==> config.mk <==
export PLATFORM = sky130hd
export DESIGN_NAME = idec_top
export DESIGN_NICKNAME = d
export VERILOG_FILES = /design/src/rtl/idec_pkg.sv /design/src/rtl/idec_top.sv /design/src/rtl/result_bank.sv /design/src/rtl/decode_lane.sv /design/src/rtl/apb_insn_port.sv
export SDC_FILE = /design/constraint.sdc
export NUM_CORES = 1
export LEC_CHECK = 0
export BUFFER_PORTS_ARGS = -buffer_cell sky130_fd_sc_hd__buf_2
export CORE_MARGIN = 5
export CORE_UTILIZATION = 35
export CTS_CLUSTER_SIZE = 20
export DETAILED_ROUTE_END_ITERATION = 16
export HOLD_SLACK_MARGIN = 0.08
export PLACE_DENSITY = 0.46
export SLEW_MARGIN = 20
export SYNTH_ARGS = -nofsm -noshare
export SYNTH_HDL_FRONTEND = slang
export SYNTH_HIERARCHICAL = 1
export SYNTH_SLANG_ARGS = --single-unit
==> constraint.sdc <==
create_clock -name clk_i -period 7 [get_ports clk_i]
set_input_delay 0.7 -clock clk_i [delete_from_list [all_inputs] [get_ports clk_i]]
set_output_delay 0.7 -clock clk_i [all_outputs]
set_load 0.05 [all_outputs]
==> src/rtl/idec_pkg.sv <==
////////////////////////////////////////
// types and address map of the batch decoder
// slot and result windows must not overlap CTRL and STATUS
// decode covers RV32IM only, no compressed
////////////////////////////////////////
`default_nettype none

package idec_pkg;

  localparam int N_LANES = 4;
  localparam int LANE_W  = $clog2(N_LANES);
  localparam int ADDR_W  = 8;

  ////////////////////////////////////////
  // APB address map
  ////////////////////////////////////////
  localparam logic [ADDR_W-1:0] SLOT_BASE   = 8'h00; // slot i at +4*i
  localparam logic [ADDR_W-1:0] CTRL_ADDR   = 8'h10; // bit 0 = go
  localparam logic [ADDR_W-1:0] STATUS_ADDR = 8'h14; // bit 0 = done
  localparam logic [ADDR_W-1:0] RES_BASE    = 8'h20; // fields at +8*i, imm right after
  localparam logic [ADDR_W-1:0] SLOT_SPAN   = ADDR_W'(4 * N_LANES);
  localparam logic [ADDR_W-1:0] RES_SPAN    = ADDR_W'(8 * N_LANES);

  // major opcodes, bits [6:0]
  typedef enum logic [6:0] {
    OPCODE_LOAD     = 7'h03,
    OPCODE_MISC_MEM = 7'h0f,
    OPCODE_OP_IMM   = 7'h13,
    OPCODE_AUIPC    = 7'h17,
    OPCODE_STORE    = 7'h23,
    OPCODE_OP       = 7'h33,
    OPCODE_LUI      = 7'h37,
    OPCODE_BRANCH   = 7'h63,
    OPCODE_JALR     = 7'h67,
    OPCODE_JAL      = 7'h6f,
    OPCODE_SYSTEM   = 7'h73
  } opcode_e;

  typedef enum logic [4:0] {
    CLS_ALU_REG, CLS_ALU_IMM, CLS_LUI, CLS_AUIPC, CLS_JAL, CLS_JALR,
    CLS_BRANCH, CLS_LOAD, CLS_STORE, CLS_MULDIV, CLS_FENCE, CLS_ECALL,
    CLS_EBREAK, CLS_MRET, CLS_WFI, CLS_CSR, CLS_ILLEGAL
  } insn_class_e;

  typedef enum logic [4:0] {
    ALU_ADD, ALU_SUB, ALU_XOR, ALU_OR, ALU_AND, ALU_SLT, ALU_SLTU,
    ALU_SLL, ALU_SRL, ALU_SRA,
    ALU_EQ, ALU_NE, ALU_LT, ALU_GE, ALU_LTU, ALU_GEU, // branch compares
    ALU_MUL, ALU_MULH, ALU_MULHSU, ALU_MULHU,
    ALU_DIV, ALU_DIVU, ALU_REM, ALU_REMU
  } alu_op_e;

  typedef enum logic [1:0] {
    CSR_OP_READ, CSR_OP_WRITE, CSR_OP_SET, CSR_OP_CLEAR
  } csr_op_e;

  typedef enum logic [1:0] {
    MEM_WORD = 2'd0,
    MEM_HALF = 2'd1,
    MEM_BYTE = 2'd2
  } mem_size_e;

  // 32-bit field word as read back over APB, msb first
  typedef struct packed {
    logic        illegal;
    insn_class_e insn_class;
    alu_op_e     alu_op;
    logic        rf_we;
    logic [4:0]  rd;
    logic [4:0]  rs1;
    logic [4:0]  rs2;
    mem_size_e   mem_size;
    logic        mem_sext;
    csr_op_e     csr_op;
  } dec_fields_t;

  typedef struct packed {
    dec_fields_t fields;
    logic [31:0] imm;
  } dec_result_t;

  typedef struct packed {
    logic              psel;
    logic              penable;
    logic              pwrite;
    logic [ADDR_W-1:0] paddr;
    logic [31:0]       pwdata;
  } apb_req_t;

  typedef struct packed {
    logic [31:0] prdata;
    logic        pready;
    logic        pslverr;
  } apb_rsp_t;

endpackage

`default_nettype wire
==> src/rtl/idec_top.sv <==
////////////////////////////////////////
// batch RV32IM decoder behind APB
// done rises two edges after the go write
////////////////////////////////////////
`timescale 1ns/10ps
`default_nettype none

module idec_top (
  input  logic               clk_i,
  input  logic               reset_i,
  input  idec_pkg::apb_req_t apb_req_i,
  output idec_pkg::apb_rsp_t apb_rsp_o
);

  import idec_pkg::*;

  logic                      issue;
  logic [N_LANES-1:0][31:0]  slot;
  dec_result_t [N_LANES-1:0] lane_res;
  logic [N_LANES-1:0]        lane_valid;
  dec_result_t [N_LANES-1:0] bank_res;
  logic                      done;

  apb_insn_port u_port (
    .clk_i     (clk_i),
    .reset_i   (reset_i),
    .apb_req_i (apb_req_i),
    .apb_rsp_o (apb_rsp_o),
    .issue_o   (issue),
    .slot_o    (slot),
    .results_i (bank_res),
    .done_i    (done)
  );

  // one decoder per slot
  for (genvar i = 0; i < N_LANES; i++) begin : gen_lane
    decode_lane u_lane (
      .clk_i    (clk_i),
      .reset_i  (reset_i),
      .issue_i  (issue),
      .insn_i   (slot[i]),
      .result_o (lane_res[i]),
      .valid_o  (lane_valid[i])
    );
  end

  result_bank u_bank (
    .clk_i     (clk_i),
    .reset_i   (reset_i),
    .results_i (lane_res),
    .valid_i   (lane_valid),
    .go_i      (issue),      // clears done one cycle after the go edge
    .results_o (bank_res),
    .done_o    (done)
  );

endmodule

`default_nettype wire

==> src/rtl/result_bank.sv <==
////////////////////////////////////////
// holds the last result of each lane
// done needs every lane valid in one cycle
////////////////////////////////////////
`timescale 1ns/10ps
`default_nettype none

module result_bank (
  input  logic                                          clk_i,
  input  logic                                          reset_i,
  input  idec_pkg::dec_result_t [idec_pkg::N_LANES-1:0] results_i,
  input  logic [idec_pkg::N_LANES-1:0]                  valid_i,
  input  logic                                          go_i,
  output idec_pkg::dec_result_t [idec_pkg::N_LANES-1:0] results_o,
  output logic                                          done_o
);

  import idec_pkg::*;

  dec_result_t [N_LANES-1:0] bank_q;
  logic                      done_q;

  always_ff @(posedge clk_i) begin
    if (reset_i) begin
      bank_q <= '0;
    end else begin
      for (int i = 0; i < N_LANES; i++) begin
        if (valid_i[i]) begin
          bank_q[i] <= results_i[i]; // newer batch overwrites
        end
      end
    end
  end

  // a new issue wins over a finishing batch
  always_ff @(posedge clk_i) begin
    if (reset_i) begin
      done_q <= 1'b0;
    end else if (go_i) begin
      done_q <= 1'b0;
    end else if (&valid_i) begin
      done_q <= 1'b1;
    end
  end

  assign results_o = bank_q;
  assign done_o    = done_q;

endmodule

`default_nettype wire

==> src/rtl/decode_lane.sv <==
////////////////////////////////////////
// registered RV32IM decoder, one word per issue
// illegal words give class ILLEGAL, rf_we low, imm zero
////////////////////////////////////////
`timescale 1ns/10ps
`default_nettype none

module decode_lane (
  input  logic                  clk_i,
  input  logic                  reset_i,
  input  logic                  issue_i,
  input  logic [31:0]           insn_i,
  output idec_pkg::dec_result_t result_o,
  output logic                  valid_o
);

  import idec_pkg::*;

  opcode_e     opcode;
  logic [2:0]  funct3;
  logic [6:0]  funct7;
  logic        illegal;
  csr_op_e     csr_op;
  dec_fields_t fld;
  logic [31:0] imm;
  logic [31:0] imm_i;
  logic [31:0] imm_s;
  logic [31:0] imm_b;
  logic [31:0] imm_u;
  logic [31:0] imm_j;
  dec_result_t result_q;
  logic        valid_q;

  assign opcode = opcode_e'(insn_i[6:0]);
  assign funct3 = insn_i[14:12];
  assign funct7 = insn_i[31:25];

  ////////////////////////////////////////
  // immediates
  ////////////////////////////////////////
  assign imm_i = {{20{insn_i[31]}}, insn_i[31:20]};
  assign imm_s = {{20{insn_i[31]}}, insn_i[31:25], insn_i[11:7]};
  assign imm_b = {{19{insn_i[31]}}, insn_i[31], insn_i[7], insn_i[30:25], insn_i[11:8], 1'b0};
  assign imm_u = {insn_i[31:12], 12'b0};
  assign imm_j = {{12{insn_i[31]}}, insn_i[19:12], insn_i[20], insn_i[30:21], 1'b0};

  ////////////////////////////////////////
  // decoder
  ////////////////////////////////////////
  always_comb begin
    illegal        = 1'b0;
    csr_op         = CSR_OP_READ;
    fld            = '0;
    fld.insn_class = CLS_ILLEGAL;
    fld.alu_op     = ALU_ADD;
    fld.mem_size   = MEM_WORD;
    fld.csr_op     = CSR_OP_READ;
    fld.rd         = insn_i[11:7];
    fld.rs1        = insn_i[19:15];
    fld.rs2        = insn_i[24:20];

    case (opcode)
      OPCODE_JAL: begin
        fld.insn_class = CLS_JAL;
        fld.rf_we      = 1'b1; // link register
      end

      OPCODE_JALR: begin
        fld.insn_class = CLS_JALR;
        fld.rf_we      = 1'b1;
        illegal        = (funct3 != 3'b000);
      end

      OPCODE_BRANCH: begin
        fld.insn_class = CLS_BRANCH;
        case (funct3)
          3'b000:  fld.alu_op = ALU_EQ;
          3'b001:  fld.alu_op = ALU_NE;
          3'b100:  fld.alu_op = ALU_LT;
          3'b101:  fld.alu_op = ALU_GE;
          3'b110:  fld.alu_op = ALU_LTU;
          3'b111:  fld.alu_op = ALU_GEU;
          default: illegal    = 1'b1;
        endcase
      end

      OPCODE_STORE: begin
        fld.insn_class = CLS_STORE;
        illegal        = funct3[2];   // no register offset form
        case (funct3[1:0])
          2'b00:   fld.mem_size = MEM_BYTE;
          2'b01:   fld.mem_size = MEM_HALF;
          2'b10:   fld.mem_size = MEM_WORD;
          default: illegal      = 1'b1;
        endcase
      end

      OPCODE_LOAD: begin
        fld.insn_class = CLS_LOAD;
        fld.rf_we      = 1'b1;
        fld.mem_sext   = ~funct3[2];
        case (funct3[1:0])
          2'b00:   fld.mem_size = MEM_BYTE;
          2'b01:   fld.mem_size = MEM_HALF;
          2'b10:   begin
            fld.mem_size = MEM_WORD;
            illegal      = funct3[2]; // LWU
          end
          default: illegal = 1'b1;
        endcase
      end

      OPCODE_LUI: begin
        fld.insn_class = CLS_LUI;
        fld.rf_we      = 1'b1;
      end

      OPCODE_AUIPC: begin
        fld.insn_class = CLS_AUIPC;
        fld.rf_we      = 1'b1;
      end

      OPCODE_OP_IMM: begin
        fld.insn_class = CLS_ALU_IMM;
        fld.rf_we      = 1'b1;
        case (funct3)
          3'b000: fld.alu_op = ALU_ADD;
          3'b010: fld.alu_op = ALU_SLT;
          3'b011: fld.alu_op = ALU_SLTU;
          3'b100: fld.alu_op = ALU_XOR;
          3'b110: fld.alu_op = ALU_OR;
          3'b111: fld.alu_op = ALU_AND;
          3'b001: begin
            fld.alu_op = ALU_SLL;
            illegal    = (funct7 != 7'h00);
          end
          default: begin // 3'b101, SRLI or SRAI by funct7
            if (funct7 == 7'h00) begin
              fld.alu_op = ALU_SRL;
            end else if (funct7 == 7'h20) begin
              fld.alu_op = ALU_SRA;
            end else begin
              illegal = 1'b1;
            end
          end
        endcase
      end

      OPCODE_OP: begin
        fld.rf_we = 1'b1;
        if (funct7 == 7'h01) begin
          fld.insn_class = CLS_MULDIV;
          case (funct3)
            3'b000:  fld.alu_op = ALU_MUL;
            3'b001:  fld.alu_op = ALU_MULH;
            3'b010:  fld.alu_op = ALU_MULHSU;
            3'b011:  fld.alu_op = ALU_MULHU;
            3'b100:  fld.alu_op = ALU_DIV;
            3'b101:  fld.alu_op = ALU_DIVU;
            3'b110:  fld.alu_op = ALU_REM;
            default: fld.alu_op = ALU_REMU;
          endcase
        end else begin
          fld.insn_class = CLS_ALU_REG;
          case ({funct7, funct3})
            {7'h00, 3'b000}: fld.alu_op = ALU_ADD;
            {7'h20, 3'b000}: fld.alu_op = ALU_SUB;
            {7'h00, 3'b010}: fld.alu_op = ALU_SLT;
            {7'h00, 3'b011}: fld.alu_op = ALU_SLTU;
            {7'h00, 3'b100}: fld.alu_op = ALU_XOR;
            {7'h00, 3'b110}: fld.alu_op = ALU_OR;
            {7'h00, 3'b111}: fld.alu_op = ALU_AND;
            {7'h00, 3'b001}: fld.alu_op = ALU_SLL;
            {7'h00, 3'b101}: fld.alu_op = ALU_SRL;
            {7'h20, 3'b101}: fld.alu_op = ALU_SRA;
            default:         illegal    = 1'b1;
          endcase
        end
      end

      OPCODE_MISC_MEM: begin
        fld.insn_class = CLS_FENCE;
        illegal        = (funct3 != 3'b000); // FENCE.I not supported
      end

      OPCODE_SYSTEM: begin
        if (funct3 == 3'b000) begin
          case (insn_i[31:20])
            12'h000: fld.insn_class = CLS_ECALL;
            12'h001: fld.insn_class = CLS_EBREAK;
            12'h302: fld.insn_class = CLS_MRET;
            12'h105: fld.insn_class = CLS_WFI;
            default: illegal        = 1'b1;
          endcase
          // rs1 and rd must be zero here
          if (fld.rs1 != 5'd0 || fld.rd != 5'd0) begin
            illegal = 1'b1;
          end
        end else begin
          fld.insn_class = CLS_CSR;
          fld.rf_we      = 1'b1;
          case (funct3[1:0])
            2'b01:   csr_op  = CSR_OP_WRITE;
            2'b10:   csr_op  = CSR_OP_SET;
            2'b11:   csr_op  = CSR_OP_CLEAR;
            default: illegal = 1'b1;
          endcase
          fld.csr_op = csr_op;
          // set/clear with x0 or uimm 0 only reads
          if ((csr_op == CSR_OP_SET || csr_op == CSR_OP_CLEAR) && fld.rs1 == 5'd0) begin
            fld.csr_op = CSR_OP_READ;
          end
        end
      end

      default: illegal = 1'b1;
    endcase

    if (illegal) begin
      fld.insn_class = CLS_ILLEGAL;
      fld.rf_we      = 1'b0;   // no write back from a bad word
    end
    fld.illegal = illegal;
  end

  // immediate by format
  always_comb begin
    case (fld.insn_class)
      CLS_ALU_IMM, CLS_LOAD, CLS_JALR: imm = imm_i;
      CLS_STORE:                       imm = imm_s;
      CLS_BRANCH:                      imm = imm_b;
      CLS_LUI, CLS_AUIPC:              imm = imm_u;
      CLS_JAL:                         imm = imm_j;
      CLS_CSR:                         imm = {20'b0, insn_i[31:20]}; // csr address
      default:                         imm = '0;
    endcase
  end

  always_ff @(posedge clk_i) begin
    if (reset_i) begin
      result_q <= '0;
      valid_q  <= 1'b0;
    end else begin
      valid_q <= issue_i;
      if (issue_i) begin
        result_q <= '{fields: fld, imm: imm};
      end
    end
  end

  assign result_o = result_q;
  assign valid_o  = valid_q;

endmodule

`default_nettype wire

==> src/rtl/apb_insn_port.sv <==
////////////////////////////////////////
// APB slave, no wait states
// unaligned or unmapped access gives pslverr
// go is bit 0 of CTRL, issue follows one cycle later
////////////////////////////////////////
`timescale 1ns/10ps
`default_nettype none

module apb_insn_port (
  input  logic                                          clk_i,
  input  logic                                          reset_i,
  input  idec_pkg::apb_req_t                            apb_req_i,
  output idec_pkg::apb_rsp_t                            apb_rsp_o,
  output logic                                          issue_o,
  output logic [idec_pkg::N_LANES-1:0][31:0]            slot_o,
  input  idec_pkg::dec_result_t [idec_pkg::N_LANES-1:0] results_i,
  input  logic                                          done_i
);

  import idec_pkg::*;

  logic                     access;
  logic                     wr_en;
  logic [ADDR_W-1:0]        addr;
  logic [ADDR_W-1:0]        slot_off;
  logic [ADDR_W-1:0]        res_off;
  logic                     aligned;
  logic                     slot_hit;
  logic                     res_hit;
  logic                     ctrl_hit;
  logic                     status_hit;
  logic                     addr_hit;
  logic [LANE_W-1:0]        slot_idx;
  logic [LANE_W-1:0]        res_idx;
  logic [N_LANES-1:0][31:0] slot_q;
  logic                     issue_q;
  logic [31:0]              rdata;

  ////////////////////////////////////////
  // address decode
  ////////////////////////////////////////
  assign access  = apb_req_i.psel & apb_req_i.penable; // access phase only
  assign wr_en   = access & apb_req_i.pwrite;
  assign addr    = apb_req_i.paddr;
  assign aligned = (addr[1:0] == 2'b00);

  assign slot_off   = addr - SLOT_BASE;
  assign res_off    = addr - RES_BASE;
  assign slot_hit   = aligned && (slot_off < SLOT_SPAN);
  assign res_hit    = aligned && (res_off < RES_SPAN);
  assign ctrl_hit   = (addr == CTRL_ADDR);
  assign status_hit = (addr == STATUS_ADDR);
  assign addr_hit   = slot_hit | res_hit | ctrl_hit | status_hit;

  assign slot_idx = slot_off[2 +: LANE_W]; // 4 bytes per slot
  assign res_idx  = res_off[3 +: LANE_W];  // 8 bytes per lane

  ////////////////////////////////////////
  // slots and go strobe
  ////////////////////////////////////////
  always_ff @(posedge clk_i) begin
    if (reset_i) begin
      slot_q  <= '0;
      issue_q <= 1'b0;
    end else begin
      issue_q <= wr_en & ctrl_hit & apb_req_i.pwdata[0];
      if (wr_en && slot_hit) begin
        slot_q[slot_idx] <= apb_req_i.pwdata;
      end
    end
  end

  assign issue_o = issue_q;
  assign slot_o  = slot_q;

  // read mux, CTRL reads as zero
  always_comb begin
    rdata = '0;
    if (slot_hit) begin
      rdata = slot_q[slot_idx];
    end else if (res_hit) begin
      if (res_off[2]) begin
        rdata = results_i[res_idx].imm;    // second word of the lane
      end else begin
        rdata = results_i[res_idx].fields;
      end
    end else if (status_hit) begin
      rdata = {31'b0, done_i};
    end
  end

  always_comb begin
    apb_rsp_o.prdata  = rdata;
    apb_rsp_o.pready  = 1'b1;                // never stalls
    apb_rsp_o.pslverr = access & ~addr_hit;
  end

endmodule

`default_nettype wire

### Word level (Yosys, flattened, before mapping)

Cells that the tools add are included.

* bitwise gates (word level): 13
* equality and inequality tests: 186
* multiplexer cells: 163
* add/sub/neg operators: 1
* reduce and logical (&&, ||, !) cells: 110
* $lt $le $gt $ge: 5

Operator list (number)
* $pmux W32 S6: 4
* $pmux W5 S11: 4
* $eq A10 B3 Y1 const B: 16
* $mux W32: 5
* $pmux W4 S9: 4
* $pmux W5 S7: 4
* $bmux W64 S2: 1
* $bwmux W128: 1
* $eq A7 B6 Y1 const B: 16
* $eq A7 B7 Y1 const B: 16
* $pmux W4 S6: 4
* $pmux W3 S7: 4
* $eq A10 B2 Y1 const B: 8
* $eq A10 B9 Y1 const B: 8
* $eq A5 B3 Y1 const B: 16
* $pmux W5 S4: 4
* $bmux W32 S2: 1
* $demux W32 S2: 1
* $mux W64: 1
* $pmux W5 S3: 4
* $eq A7 B5 Y1 const B: 8
* $mux W1: 53
* $eq A12 B1 Y1 const B: 4
* $eq A12 B10 Y1 const B: 4
* other kinds (47): 287

* word-level logic and storage cells: 573
* register bits after elaboration: 643

### Logic depth before layout (Yosys ltp)

Gate-level depths: netlist of run 1.

* word-level depth: 10
* gate-level depth with buffers: 11
* gate-level depth less buffers: 8

### Hierarchy

The synthesis of run 1 kept the hierarchy.

By module, submodules not included
* result_bank: cells each 828, area each 9226.3 um^2, instances 1
* apb_insn_port: cells each 784, area each 7752.4 um^2, instances 1
* decode_lane at gen_lane[0].u_lane ...: cells each 416, area each 3530.9 um^2, instances 2
* decode_lane at gen_lane[3].u_lane: cells each 425, area each 3407.0 um^2, instances 1
* decode_lane at gen_lane[2].u_lane: cells each 411, area each 3374.5 um^2, instances 1

### Worst setup path before layout of run 1

No wires, ideal clock.

* path type: input to output
* start: input apb_req_i[35] in the netlist's numbering
* end: output apb_rsp_o[2] in the netlist's numbering
* data required time: 6300 ps
* stages on the path: 7
* arrival time: 2692 ps
* setup slack: 3608 ps
* cell sequence: buf_6 buf_4 buf_4 mux2i_1 nor3_1 a21oi_1 o31ai_1

RTL lines
* start: declaration: line idec_top.sv:11 `input idec_pkg::apb_req_t apb_req_i,`
* end: declaration: line idec_top.sv:12 `output idec_pkg::apb_rsp_t apb_rsp_o`

==> results of run 1 <==
==> metal layers <==
metal | global-route usage (%) | share of wire (%) | vias up
met1 | 36.8 | 44 | 13216
met4 | 10.9 | 4.5 | 4
met3 | 3.92 | 6.0 | 235
met2 | 44.1 | 46 | 1052
li1 | - | - | 11700
met5 | 0 | 0.019 | -
==> cells in the final DEF (no fill, tap or decap), types with 16 or more instances in the layout <==
cell type and count:
dfxtp_1 641, nor2_1 505, mux2i_1 454, nand2_1 304, a21oi_1 203, clkbuf_16 79
buf_4 74, buf_2 73, nand2b_1 71, mux4_2 63, nand3_1 58, a22oi_1 50
o21ai_2 43, o21ai_0 42, nor3_1 41, a211oi_1 35, a32o_1 34, inv_1 28
or3_1 25, a22o_1 25, a221oi_1 25, nor2b_1 20, clkbuf_1 19, o21ai_1 17
nor4_1 16
==> where the power goes <==
group          switching [W]  internal (W)  total, W
clock                0.00169       0.00241   0.00409
sequential       0.000000953       0.00368   0.00368
combinational       0.000192     0.0000571  0.000249
==> flip-flops by register name, indices dropped and copies added (netlist names) <==
signal / count
gen_lane.u_lane/result_o: 256
gen_lane.u_lane/valid_o: 4
u_port/issue_o: 1
u_bank/done_o: 1
u_bank/results_o: 256
u_port/slot_o: 128
==> area by class of cell <==
| type | instances | area [um2] |
|---|---|---|
| inverter | 30 | 113 |
| clock buffer | 113 | 2250 |
| tap | 1155 | 1450 |
| fill | 8716 | 52700 |
| sequential | 646 | 13000 |
| multi-input combinational | 2339 | 16300 |
| clock inverter | 29 | 329 |
| timing repair buffer | 151 | 995 |
| antenna | 2 | 5.00 |
==> per-stage QoR <==
| stage | instance area, um2 | setup WS, ns |
|---|---|---|
| 2_1_floorplan | 30800 | 3.61 |
| 3_3_place_gp | 31800 | 2.99 |
| 3_5_place_dp | 31800 | 2.98 |
| 4_1_cts | 34300 | 2.97 |
| 5_1_grt | 34400 | 2.70 |
| 6_report | 34400 | 2.92 |
==> cell families (layout without fill, tap and decap cells) <==
kind of cell / after synthesis / after routing / synth area share, %
AO/OA/AOI/OAI: 621 / 621 / 14.4
flip-flops: 646 / 646 / 42.0
buffers and inverters: 295 / 323 / 5.56
other: 1 / 3 / 0.0122
adder cells (fa/ha/maj): 1 / 1 / 0.0406
multiplexers: 518 / 518 / 19.4
XOR/XNOR: 9 / 9 / 0.256
AND/OR/NAND/NOR: 1189 / 1189 / 18.4
==> path summary, 6_finish.rpt <==
kind	from	to	slack, ns	cells after the start
worst max register to register	u_port/slot_o[3]	gen_lane[0].u_lane/result_o[28]	3.00	9
worst min register to register	gen_lane[0].u_lane/result_o[32]	gen_lane[0].u_lane/result_o[32]	0.45	2
worst max-delay path	apb_req_i[36]	apb_rsp_o[23]	2.92	6
worst min-delay path	apb_req_i[9]	u_port/slot_o[41]	0.35	3
==> worst max-delay path: stages <==
cell and delay (ns):
buf_6 0.34, buf_4 0.72, mux2i_1 0.67, a22oi_1 0.19, a32o_1 0.41, buf_2 0.26
==> impl_metrics.json, run 1 <==
{
  "ant_nets": 0,
  "gp_congestion": 0.974,
  "cts.sinks": 646,
  "arrival_ns": 3.38,
  "dpl.hpwl_um": 93500,
  "portBuffers": 77,
  "drv_cap": 0,
  "grtUsageTotal_pct": 27.2,
  "vias": 26207,
  "nNetsFinal": 3292,
  "synth_cell_types": 100,
  "rsz0062_at_grt": "false",
  "yosysWarnings": 6,
  "clk_pin_slew_worst_paths_ns": 0.06,
  "numCtsBuffers": 78,
  "power_w": 0.00802,
  "synth_commonest_cells": "646 x dfxtp_1, 508 x nor2_1, 454 x mux2i_1",
  "syn_avg_cell_area_um2": 9.40,
  "netlist_instances": 3280,
  "yosys.cell_count.top_type": "dfxtp_1",
  "netlist_top_cells_area": "dfxtp_1 42%, mux2i_1 15%, nor2_1 6.2%",
  "grt_overflow": 0,
  "die_w_um": 307,
  "synth.largest_area_cell": "dfxtp_1",
  "tns_ns": 0,
  "crit_fanout": 40,
  "hold_slack_ns": 0.348,
  "worstSetupEndpointType": "output port",
  "fin_crit_sh_pct": 58.3,
  "setup_viol": 0,
  "grt_max_degree": 130,
  "synth-seq-cells": 646,
  "status": "finished, final reports clean",
  "cts_resized": 0,
  "critPathKind": "in2out",
  "synth.cell_area_um2": 30800,
  "core_area_um2": 87000,
  "synth_nets": 3326,
  "dp_cells": 4320,
  "required_ns": 6.30,
  "viasPerCell": 5.87,
  "cts_hold_buffers": 0,
  "synth.top_cell.area_share_pct": 42.0,
  "p_leak_nw": 12.0,
  "htree_levels": 3,
  "antenna_found_initial": 6,
  "grt_pass1_vias": 24977,
  "cts_tree": "done",
  "ys_seq_area_share_pct": 42.0,
  "skew_ns": 0.0234,
  "layout.cells.non_filler": 4465,
  "fin_util_pct": 39.5,
  "powerDensity_nw_per_um2": 233,
  "maxSlewViolCount": 0,
  "drive_above_1_share_pct": 14.4,
  "fmax_ghz": 0.245,
  "clock_latency_ns": 0.64,
  "post-route-drc-count": 0,
  "synth_edf_count": 0,
  "critPathLaunchType": "input pin",
  "clock_path_buffers": 3,
  "ys_async_sr_fraction_pct": 0,
  "period_minus_slack_ns": 4.08,
  "syn_to_final_growth_pct": 11.5,
  "fp.dieArea_um2": 94100,
  "hold_class": "in2reg",
  "worst_pin_slew_ns": 1.20,
  "initial_core_util_pct": 35.4,
  "die-height_um": 307,
  "drt-total-wl_um": 133000,
  "grt_pass1_wl_um": 188000,
  "drtPass1Iterations": 6,
  "finalHoldViolations": 0,
  "wl_per_cell_um": 29.7,
  "postCtsSetupBuffers": 0,
  "slew_headroom_pct": 17.9,
  "synth_ff_type": "dfxtp_1",
  "io_pins": 79,
  "rows": 108,
  "drt_iter0_markers": 2527,
  "clock-root-buffer": "clkbuf_16",
  "ir_worst_vdd_mv": 0.168
}
(Power assumes the default switching activity.)
==> run 2: changes to the inputs <==
Settings changed: PLACE_DENSITY 0.46 to 0.48.
Clock period 7 ns to 3.5 ns, I/O delays scaled along.
==> impl_metrics.json, run 2 (synthesis gave the netlist of run 1 again) <==
{
  "place_ws_ns": 0.105,
  "fin_crit_sh_pct": 95.0,
  "finalHoldViolations": 0,
  "drt-total-wl_um": 130000,
  "power_w": 0.0159,
  "drv_cap": 0,
  "grt_overflow": 0,
  "post_dp_cell_area_um2": 32900,
  "critPathKind": "reg2reg",
  "rows": 108,
  "ant_nets": 0,
  "fp.dieArea_um2": 94100,
  "required_ns": 4.04,
  "clk_pin_slew_worst_paths_ns": 0.06,
  "core_area_um2": 87000,
  "clock_latency_ns": 0.64,
  "die-height_um": 307,
  "ff2ff_setup_slack_ns": 0.17,
  "final_cell_mix": "641 x dfxtp_1, 505 x nor2_1, 454 x mux2i_1",
  "initial_core_util_pct": 35.4,
  "drtPass1Iterations": 6,
  "worstSetupEndpointType": "flop",
  "cts_tree": "done",
  "ir_worst_vdd_mv": 0.294,
  "wl_per_cell_um": 28.1,
  "htree_levels": 3,
  "crit_fanout": 15,
  "p_leak_nw": 12.8,
  "nNetsFinal": 3444,
  "maxSlewViolCount": 0,
  "fin_util_pct": 41.0,
  "worst_pin_slew_ns": 1.05,
  "clock-root-buffer": "clkbuf_16",
  "die_w_um": 307,
  "cts.sinks": 646,
  "grt_pass1_vias": 25385,
  "fin_ws_ns": 0.175,
  "powerDensity_nw_per_um2": 445,
  "gp_congestion": 0.969,
  "viasPerCell": 5.76,
  "fmax_ghz": 0.301,
  "post-route-drc-count": 0,
  "critPathLaunchType": "flop",
  "io_pins": 79,
  "drive_above_1_share_pct": 17.4,
  "slew_headroom_pct": 29.6,
  "grt_max_degree": 136,
  "rsz0062_at_grt": "false",
  "arrival_ns": 3.87,
  "grtUsageTotal_pct": 26.5,
  "fin_area_um2": 35700,
  "status": "finished, final reports clean",
  "vias": 26542,
  "dpl.hpwl_um": 96100,
  "antenna_found_initial": 12,
  "numCtsBuffers": 75,
  "clock_path_buffers": 3,
  "layout_commonest_cell": "dfxtp_1",
  "setup_viol": 0,
  "hold_class": "in2reg",
  "grt_pass1_wl_um": 185000,
  "portBuffers": 77,
  "drt_iter0_markers": 2787,
  "skew_ns": 0.0339,
  "period_minus_slack_ns": 3.33,
  "tns_ns": 0,
  "syn_to_final_growth_pct": 15.7
}
==> run 2: changes by cell type in the layout (fill, tap and decap cells not counted), moves of 2 or more <==
cell | previous run | this run
buf_4 | 74 | 192
dlygate4sd3_1 | 0 | 23
buf_12 | 1 | 16
clkbuf_16 | 79 | 76
clkinv_2 | 14 | 11
nor4_2 | 1 | 4
clkbuf_1 | 19 | 17
clkinv_16 | 0 | 2
clkinv_8 | 3 | 1
nor4_1 | 16 | 14
==> run 2: layout make-up <==
cell class              count  area (um2)
inverters                  30         113
well taps                1155        1450
clock inverters            24         314
fillers                  8609       51400
repair buffers            306        2380
clock buffers             108        2170
multi-input cells        2339       16300
diodes                      1        2.50
flip-flops and latches    646       13000
==> run 2: power by group <==
part / switching, W / leakage (nW) / internal (W)
sequential: 0.00000114 / 5.20 / 0.00735
clock: 0.00331 / 1.22 / 0.00464
combinational: 0.000414 / 6.34 / 0.000152
total: 0.00373 / 12.8 / 0.0121
==> run 2: what timing repair did <==
item / in CTS / in global routing
hold buffers: 23 / 0
resized for setup: 0 / 1
hold endpoints to repair: 56 / 0
setup buffers: 0 / 0
setup endpoints to repair: 0 / 11
==> run 2: critical path: stages, from the launching register on <==
cell and delay (ns):
dfxtp_1 0.67, nand3_1 0.35, nor3_1 0.48, buf_4 0.21, a21oi_1 0.07, o31ai_1 0.29
o21ai_1 0.23, a311oi_2 0.42, buf_4 0.25, a21oi_1 0.06, o31ai_2 0.20
==> run 2: worst paths after layout <==
kind | start | end | cells past startpoint
max | u_port/slot_o[70] | gen_lane[2].u_lane/result_o[26] | 10
min | reset_i | u_bank/results_o[99] | 2
max reg2reg | u_port/slot_o[70] | gen_lane[2].u_lane/result_o[26] | 10
min reg2reg | gen_lane[1].u_lane/result_o[11] | gen_lane[1].u_lane/result_o[11] | 2
==> run 2: routing by layer <==
metal  wire, um  GRT usage, %
met1      56900          36.5
met3       9320          4.65
met4       4340          8.15
met2      58900          42.7
met5         27             0
==> run 2: through the flow <==
stage                     cells  hold WS [ns]
after detailed placement   4453         0.446
after CTS                  4608        0.0811
final                      4609        0.0988
after global placement     4453         0.440
after floorplan            3280         0.422
after global routing       4608        0.0907
